$ cat config.mk
export PLATFORM = sky130hd
export DESIGN_NAME = fetch_top
export DESIGN_NICKNAME = d
export VERILOG_FILES = /design/src/fetch_pkg.sv /design/src/instr_ram.sv /design/src/fetch.sv /design/src/redirect_unit.sv /design/src/fetch_top.sv
export VERILOG_INCLUDE_DIRS = /design/src
export SDC_FILE = /design/constraint.sdc
export NUM_CORES = 2
export LEC_CHECK = 0
export BUFFER_PORTS_ARGS = -buffer_cell sky130_fd_sc_hd__buf_2
export CAP_MARGIN = 20
export CORE_UTILIZATION = 40
export CTS_CLUSTER_SIZE = 28
export DETAILED_ROUTE_END_ITERATION = 10
export PLACE_DENSITY = 0.52
export SYNTH_ARGS = -nofsm -noshare
export SYNTH_HDL_FRONTEND = slang
export SYNTH_HIERARCHICAL = 1
export SYNTH_SLANG_ARGS = --single-unit
export TNS_END_PERCENT = 10
$ cat constraint.sdc
create_clock -name clock -period 7.55 [get_ports clock]
set_input_delay 1.1325 -clock clock [delete_from_list [all_inputs] [get_ports clock]]
set_output_delay 1.1325 -clock clock [all_outputs]
set_load 0.02 [all_outputs]
$ cat src/fetch_config.svh
`ifndef FETCH_CONFIG_SVH
`define FETCH_CONFIG_SVH

// instruction RAM word index width, 128 words
`define IMEM_ADDR_W 7

// program counter value after reset
`define RESET_PC 32'h0000_0000

// syscall entry point
`define EXC_VECTOR 32'h0000_0040

`endif

$ cat src/fetch_pkg.sv
`include "fetch_config.svh"

package fetch_pkg;

    typedef logic [31:0] word_t;
    typedef logic [31:0] pc_t;
    typedef logic [`IMEM_ADDR_W-1:0] imem_addr_t;

    // redirect source select for the fetch target mux
    typedef logic [1:0] pc_sel_t;

    localparam pc_sel_t PC_SEL_REL = 2'b00;
    localparam pc_sel_t PC_SEL_REG = 2'b01;
    localparam pc_sel_t PC_SEL_IDX = 2'b10;
    localparam pc_sel_t PC_SEL_EXC = 2'b11;

    // decode side to fetch, every candidate target travels along
    typedef struct packed {
        logic    valid;
        pc_sel_t sel;
        word_t   rega;
        pc_t     imm_target;
        pc_t     index_target;
    } redirect_t;

    typedef struct packed {
        pc_t   nextpc;
        word_t instruc;
    } if_id_t;

    // write port of the instruction RAM, used before the program runs
    typedef struct packed {
        logic       load;
        imem_addr_t addr;
        word_t      data;
    } ram_load_t;

endpackage

$ cat src/instr_ram.sv
`timescale 1ns/1ps

`include "fetch_config.svh"

module instr_ram (
    input  logic                  clock,
    input  logic                  reset,
    input  fetch_pkg::imem_addr_t addr,
    input  fetch_pkg::ram_load_t  ram_load,
    output fetch_pkg::word_t      data
);

    localparam int DEPTH = 1 << `IMEM_ADDR_W;

    fetch_pkg::word_t mem [0:DEPTH-1];

    logic write_en;

    // a load strobe seen while reset is still held is dropped
    assign write_en = reset && ram_load.load;

    always_ff @(posedge clock) begin
        if (write_en) begin
            mem[ram_load.addr] <= ram_load.data;
        end
    end

    // asynchronous read so the fetched word is ready in the same cycle as the PC
    assign data = mem[addr];

endmodule

$ cat src/fetch.sv
`timescale 1ns/1ps

`include "fetch_config.svh"

module fetch (
    input  logic                  clock,
    input  logic                  reset,
    input  logic                  stall,
    input  fetch_pkg::word_t      instr,
    input  fetch_pkg::redirect_t  redirect,
    output fetch_pkg::imem_addr_t imem_addr,
    output fetch_pkg::if_id_t     if_id
);

    fetch_pkg::pc_t    pc;
    fetch_pkg::pc_t    pc_plus4;
    fetch_pkg::pc_t    target;
    fetch_pkg::pc_t    pc_next;
    fetch_pkg::if_id_t if_id_next;

    // word index into the instruction RAM, byte offset bits dropped
    assign imem_addr = pc[`IMEM_ADDR_W+1:2];

    assign pc_plus4 = pc + 32'd4;

    always_comb begin
        case (redirect.sel)
            fetch_pkg::PC_SEL_REL: begin
                target = redirect.imm_target;
            end
            fetch_pkg::PC_SEL_REG: begin
                target = redirect.rega;
            end
            fetch_pkg::PC_SEL_IDX: begin
                target = redirect.index_target;
            end
            default: begin
                target = `EXC_VECTOR;
            end
        endcase
    end

    // a stall holds the PC and sends a zero bubble with the held PC
    always_comb begin
        pc_next            = pc;
        if_id_next.nextpc  = pc;
        if_id_next.instruc = '0;
        if (!stall) begin
            // the word at the old PC still goes down, it is the delay slot on a redirect
            if_id_next.instruc = instr;
            if (redirect.valid) begin
                pc_next           = target;
                if_id_next.nextpc = target;
            end else begin
                pc_next           = pc_plus4;
                if_id_next.nextpc = pc_plus4;
            end
        end
    end

    always_ff @(posedge clock or negedge reset) begin
        if (!reset) begin
            pc <= `RESET_PC;
        end else begin
            pc <= pc_next;
        end
    end

    always_ff @(posedge clock or negedge reset) begin
        if (!reset) begin
            if_id <= '0;
        end else begin
            if_id <= if_id_next;
        end
    end

endmodule

$ cat src/redirect_unit.sv
`timescale 1ns/1ps

module redirect_unit (
    input  logic                 clock,
    input  logic                 reset,
    input  logic                 stall,
    input  fetch_pkg::if_id_t    if_id,
    input  fetch_pkg::word_t     rega_value,
    output fetch_pkg::redirect_t redirect
);

    localparam logic [5:0] OP_SPECIAL = 6'd0;
    localparam logic [5:0] OP_J       = 6'd2;
    localparam logic [5:0] OP_BEQ     = 6'd4;
    localparam logic [5:0] FN_JR      = 6'd8;
    localparam logic [5:0] FN_SYSCALL = 6'd12;

    logic [5:0]  opcode;
    logic [4:0]  rs;
    logic [4:0]  rt;
    logic [5:0]  funct;
    logic [15:0] imm;
    logic [25:0] index;

    fetch_pkg::redirect_t decoded;
    fetch_pkg::redirect_t pend_info;
    logic                 pend_valid;

    assign opcode = if_id.instruc[31:26];
    assign rs     = if_id.instruc[25:21];
    assign rt     = if_id.instruc[20:16];
    assign funct  = if_id.instruc[5:0];
    assign imm    = if_id.instruc[15:0];
    assign index  = if_id.instruc[25:0];

    // nextpc in IF/ID is the delay slot address, targets are based on it as in MIPS
    always_comb begin
        decoded.valid        = 1'b0;
        decoded.sel          = fetch_pkg::PC_SEL_REL;
        decoded.rega         = rega_value;
        decoded.imm_target   = if_id.nextpc + {{14{imm[15]}}, imm, 2'b00};
        decoded.index_target = {if_id.nextpc[31:28], index, 2'b00};
        case (opcode)
            OP_J: begin
                decoded.valid = 1'b1;
                decoded.sel   = fetch_pkg::PC_SEL_IDX;
            end
            OP_BEQ: begin
                // only the always-taken form with both registers zero
                if (rs == 5'd0 && rt == 5'd0) begin
                    decoded.valid = 1'b1;
                    decoded.sel   = fetch_pkg::PC_SEL_REL;
                end
            end
            OP_SPECIAL: begin
                if (funct == FN_JR) begin
                    decoded.valid = 1'b1;
                    decoded.sel   = fetch_pkg::PC_SEL_REG;
                end else if (funct == FN_SYSCALL) begin
                    decoded.valid = 1'b1;
                    decoded.sel   = fetch_pkg::PC_SEL_EXC;
                end
            end
            default: begin
                decoded.valid = 1'b0;
            end
        endcase
    end

    // the stall edge replaces the IF/ID word with a bubble, so the redirect is kept here
    always_ff @(posedge clock or negedge reset) begin
        if (!reset) begin
            pend_valid <= 1'b0;
        end else if (pend_valid) begin
            if (!stall) begin
                pend_valid <= 1'b0;
            end
        end else if (stall && decoded.valid) begin
            pend_valid <= 1'b1;
        end
    end

    always_ff @(posedge clock) begin
        if (!pend_valid && stall && decoded.valid) begin
            pend_info <= decoded;
        end
    end

    // a pending redirect wins over whatever sits in IF/ID meanwhile
    assign redirect = pend_valid ? pend_info : decoded;

endmodule

$ cat src/fetch_top.sv
`timescale 1ns/1ps

module fetch_top (
    input  logic                 clock,
    input  logic                 reset,
    input  logic                 is_stall,
    input  logic                 ex_stall,
    input  fetch_pkg::word_t     rega_value,
    input  fetch_pkg::ram_load_t ram_load,
    output fetch_pkg::if_id_t    if_id
);

    fetch_pkg::imem_addr_t imem_addr;
    fetch_pkg::word_t      imem_data;
    fetch_pkg::redirect_t  redirect;
    logic                  stall;

    // issue and execute stalls act the same on fetch
    assign stall = is_stall | ex_stall;

    instr_ram u_instr_ram (
        .clock    (clock),
        .reset    (reset),
        .addr     (imem_addr),
        .ram_load (ram_load),
        .data     (imem_data)
    );

    fetch u_fetch (
        .clock     (clock),
        .reset     (reset),
        .stall     (stall),
        .instr     (imem_data),
        .redirect  (redirect),
        .imem_addr (imem_addr),
        .if_id     (if_id)
    );

    redirect_unit u_redirect_unit (
        .clock      (clock),
        .reset      (reset),
        .stall      (stall),
        .if_id      (if_id),
        .rega_value (rega_value),
        .redirect   (redirect)
    );

endmodule

# == Yosys cells after proc, flatten, opt, wreduce, memory -nomap -nowiden ==
# Memory sizes are Yosys's and may differ from the RTL's.
# Index checks and enable logic that the tools add are counted.
# word_totals
ramBits,4096
n_memories,1
wordCells,43
input_bits,76
register_bits,194
latch_bits,0
output_inout_bits,64
rom_bits,0
# mem_list
name,words,width,rd,rd_clocked_by_memory_dff,write_ports,line,source
u_instr_ram.mem,128,32,1,0,1,instr_ram.sv:15,fetch_pkg::word_t mem [0:DEPTH-1];
# op_classes
multipliers,0
n_bitwise,1
reduce_logical,10
n_eq_ne,6
addsub,2
div,0
mux,14
n_shift,0
n_lt_le_gt_ge,0
# op_table
operator,n
two-way mux 99 bit,1
one-hot mux 32 bit (3 select lines),1
two-way mux 64 bit,1
adder 32 x 3 -> 32 bit (second input constant),1
adder 32 bit,1
two-way mux 32 bit,1
== test 6 x 4 -> 1 bit (second input constant),2
logical NOT 5 bit,2
two-way mux 3 bit,3
== test 6 x 2 -> 1 bit (second input constant),1
== test 6 x 3 -> 1 bit (second input constant),1
logical NOT 6 bit,1
one-hot mux 2 bit (3 select lines),1
logical AND 1 bit,5
two-way mux 1 bit,5
one-hot mux 1 bit (3 select lines),1
== test 2 x 1 -> 1 bit (second input constant),1
== test 2 bit (second input constant),1
logical NOT 2 bit,1
logical NOT 1 bit,1
bitwise OR 1 bit,1

# == Longest topological paths before layout ==
# logic_depth
word_depth,9
ltp_mapped,14
mapped_depth_nobuf,14

# == Cells and area by module ==
# The synthesis kept the hierarchy.
# modules_own_cells
mod,cells_each,area_per_inst_um2,seq_area_each_um2,n_inst
instr_ram,5956,155638.0,122998.0,1
redirect_unit,487,5948.2,2937.8,1
fetch,437,4488.1,2402.3,1
fetch_top,1,6.3,0.0,1

# == Worst setup path after synthesis ==
# Ideal clock, no wire load.
# synth_path
path_kind,register -> register
from,"register, netlist name u_fetch/if_id[1]"
to,"register u_redirect_unit/pend_info[10] (netlist name), enable pin"
required_time_ps,7083
path_slack_ps,3216
t_arrival_ps,3867
path_stages_with_launch,8
period_less_slack_ps,4334
path_buffers,0
setup_ps,467
cell_sequence,dfrtp_1 > or4b_1 > nor3_1 > nor2_1 > o21ai_0 > nand2b_1 > inv_1 > and3_1
# synth_lines
element,line,source
"end signal, assigned",redirect_unit.sv:85,pend_info <= decoded;
"end, declared",redirect_unit.sv:26,fetch_pkg::redirect_t pend_info;

==> metrics.md <==
| Metric | Value |
|---|---|
| Start of the worst register-to-register path | `u_fetch/pc[2]` |
| Cell taking the most area after synthesis | `edfxtp_1` |
| Vias in the first global route | `between 70k and 80k` |
| First-pass GRT wire length | `645000 um` |
| Status | `finished, violations left` |
| Synth top area share | `75.8%` |
| Tot GR Track Use | `about 22%` |
| CTS tree | `done` |
| CP max stage delay | `1030 ps` |
| Main flop type after synthesis | `edfxtp_1` |
| Async SR Flop Fraction | `under 10%` |
| Comb power frac | `between 20% and 30%` |
| DIE HEIGHT | `646 um` |
| Crit-path most repeated cell | `mux4_2` |
| Post-synthesis cell count | `6881` |
| # DRC | `2` |
| Mapped Area | `166000 um2` |
| Clock sinks | `4290` |
| Reg-to-Reg End | `u_fetch/if_id[11]` |
| Critical path fanouts, max | `49` |
| Hold_ws | `337 ps` |
| Worst-Margin Slew | `approximately 1200 ps` |
| Int Pwr | `47.8 mW` |
| Share of cells above drive strength 1 | `34.3%` |
| Worst EP required | `8370 ps` |
| Total gr overflow | `0` |
| Met1 usage in global routing | `33.1%` |
| Detail Placement HPWL | `266000 um` |
| Netlist cell types | `95` |
| Vias per cell | `5.92` |
| M3 GR Usage | `~4.0%` |
| Initial Utilization | `slightly above 40%` |
| Worst path slowest cell | `dfrtp_4` |
| Max frequency | `225 MHz` |
| Max VDD drop | `approximately 0.31 mV` |
| # H-tree levels | `5` |
| Avg Inst Size Synth | `24.1 um2` |
| Worst-path cell chain | `buf_12 -> buf_4 -> mux4_2 -> mux4_2 -> mux4_2 -> mux2_2 -> nor2b_1` |
| Core ar. | `413000 um2` |
| Root Buffer | `clkbuf_16` |
| Leading post-synthesis cells by cell area | `edfxtp_1 76%, mux4_2 18%, dfrtp_1 1.5%` |
| Routed WL per cell | `35.3 um` |
| Commonest non-fill, non-tap cell in the layout | `edfxtp_1` |
| Total CTS buffers | `~450` |
| Setup CP Type | `flop to flop` |
| Worst rel slew slack | `19.8%` |
| Switching share of power | `a little under a third` |
| Hold path startpoint | `rega_value[1]` |
| I/O Buffers | `between 100 and 150` |
| DRC marker count from the first detailed-route iteration | `10.1k` |
| RSZ-0062 raised after global routing | `false` |
| Synth Warn # | `6` |
| Seq cells post-synth | `about 4.3k` |
| P per Cell Area | `366 nW/um2` |
| CP Capture Type | `flop` |
| Flop pwr share | `just under 40%` |
| Crit path to | `u_fetch/if_id[11]` |
| Fin crit period | `4440 ps` |
| Largest net degree at the start of global routing | `130` |
| Grt peak-use layer | `met2` |
| Final worst-path cycle share | `58.8%` |
| Final WL | `466000 um` |
| Slew Viols, Final | `0` |
| Max-Cap Viols | `0` |
| Initial antenna violation count | `53` |
| Met2 Track Usage GR | `roughly a third` |
| Post-CTS setup buffers | `0` |
| Nets@finish | `7455` |
| Post-synth EDFFs | `around 4.2k` |
| Worst Path Arrival | `5260 ps` |
| DR pass1 iterations | `8` |
| Area Growth Syn to Fin | `14.3%` |
| Clk_skew | `68.6 ps` |
| Clk pwr share | `31.0%` |
| CTS Buffer Depth | `4` |
| Die area | `around 420000 um2` |
| Leak pwr | `roughly 58 nW` |
| Failing checks | `design-rule violations` |
| Commonest non-fill, non-tap cells in the layout | `4193 x edfxtp_1, 1344 x mux4_2, 456 x clkbuf_16` |
| R2R depth | `7` |
| DRT antenna net count | `0` |
| Setup TNS | `0 ps` |
| Placer Congestion | `around 0.82` |
| Clock Latency Late Sink | `1010 ps` |
| Vias | `78.3k` |
| Final hold vios | `0` |
| Setup Viol. Count Final | `0` |
| Register area share after synthesis | `between 70% and 80%` |
| Crit path launch type | `flop` |
| I/O pin count | `140` |
| Final Power | `69.5 mW` |
| Hold WC Path Type | `input pin to flop` |
| Net Sw Power | `21.7 mW` |
| Worst setup path start | `u_fetch/pc[2]` |
| Row Count | `236` |
| Reg2reg setup slack | `3110 ps` |
| Die X | `between 600 and 700 um` |
| Clk slew on worst S/H paths | `60 ps` |
[layer usage]
layer  part of all wire (%)  vias up
li1                       -    30771
met1                     44    43940
met2                     47     3009
met3                    7.7      544
met4                    2.0        6
met5                 0.0099        -
[timing repair]
| action | CTS | global route |
|---|---|---|
| hold buffers | 1 | 0 |
| resized for setup | 0 | 0 |
| endpoints found under the hold margin | 1 | 0 |
[worst max-delay path: cells and delay by family (launching register included)]
kind | cells | cell delay [ps]
and+or+nand+nor | 1 | 120
muxes | 4 | 2120
DFF | 1 | 1030
buffers and inverters | 2 | 920
[per-stage QoR]
step           std cells  setup WS [ps]  util (%)  area [um2]
3_3_place_gp       12361           2490      42.4      175000
6_report           13232           3110      46.0      190000
2_1_floorplan       6882           3220         -      166000
4_1_cts            13206           3050      45.9      190000
5_1_grt            13210           2940      45.9      190000
3_5_place_dp       12368           2660      42.5      175000
[cell families (layout without fill, tap and decap cells)]
kind of cell	Yosys count	in the layout	synth area share, %
flops	4290	4290	77.3
mux	1494	1494	19.2
simple gates	446	446	1.30
buf+inv	388	1240	0.970
compound gates	206	206	0.868
fa+ha+maj	31	31	0.238
xor+xnor	25	25	0.132
other cells	1	26	0.00226
[final cells by class]
cell class              instances  area (um2)
repair buffers                384        3040
flip-flops and latches       4290      128000
clock inverters               275        2400
diodes                         24        60.1
multi-input cells            2204       37100
clock buffers                 562       11900
fillers                     33866      223000
well taps                    5474        6850
inverters                      19        71.3
[flip-flops by register name, indices dropped and copies added, names as in the netlist]
name                        flops
u_fetch/if_id                  64
u_fetch/pc                     32
u_instr_ram/mem              4096
u_redirect_unit/pend_info      97
u_redirect_unit/pend_valid      1
[cells in the mapped netlist (12+ instances only)]
library cell,instances
a21oi_1,53
and3_1,12
buf_1,63
buf_2,79
clkbuf_1,214
dfrtp_1,97
edfxtp_1,4193
ha_1,30
inv_1,18
mux2_2,116
mux2i_1,33
mux4_2,1344
nand2_1,105
nand3_1,23
nor2_1,176
nor2b_1,43
o21ai_0,46
xnor2_1,17
[worst min path at each step]
stage	end	slack [ps]	cells past startpoint
final	u_redirect_unit/pend_info[65]	340	1
after global routing	u_redirect_unit/pend_info[76]	280	1
after CTS	u_redirect_unit/pend_info[65]	250	1
after detailed placement	u_fetch/if_id[32]	480	2
after global placement	u_fetch/if_id[32]	480	2
after floorplan	u_fetch/if_id[32]	450	2
[power groups by stage]
stage	clock, mW	sequential, mW	combinational [mW]
global route	22.8	27.6	21.3
floorplan	0	27.6	12.7
global placement	0	28.0	20.5
detailed placement	0	28.0	20.6
CTS	22.0	27.5	20.6
finish	21.5	27.5	20.4
Power figures use the tool's default switching activity.
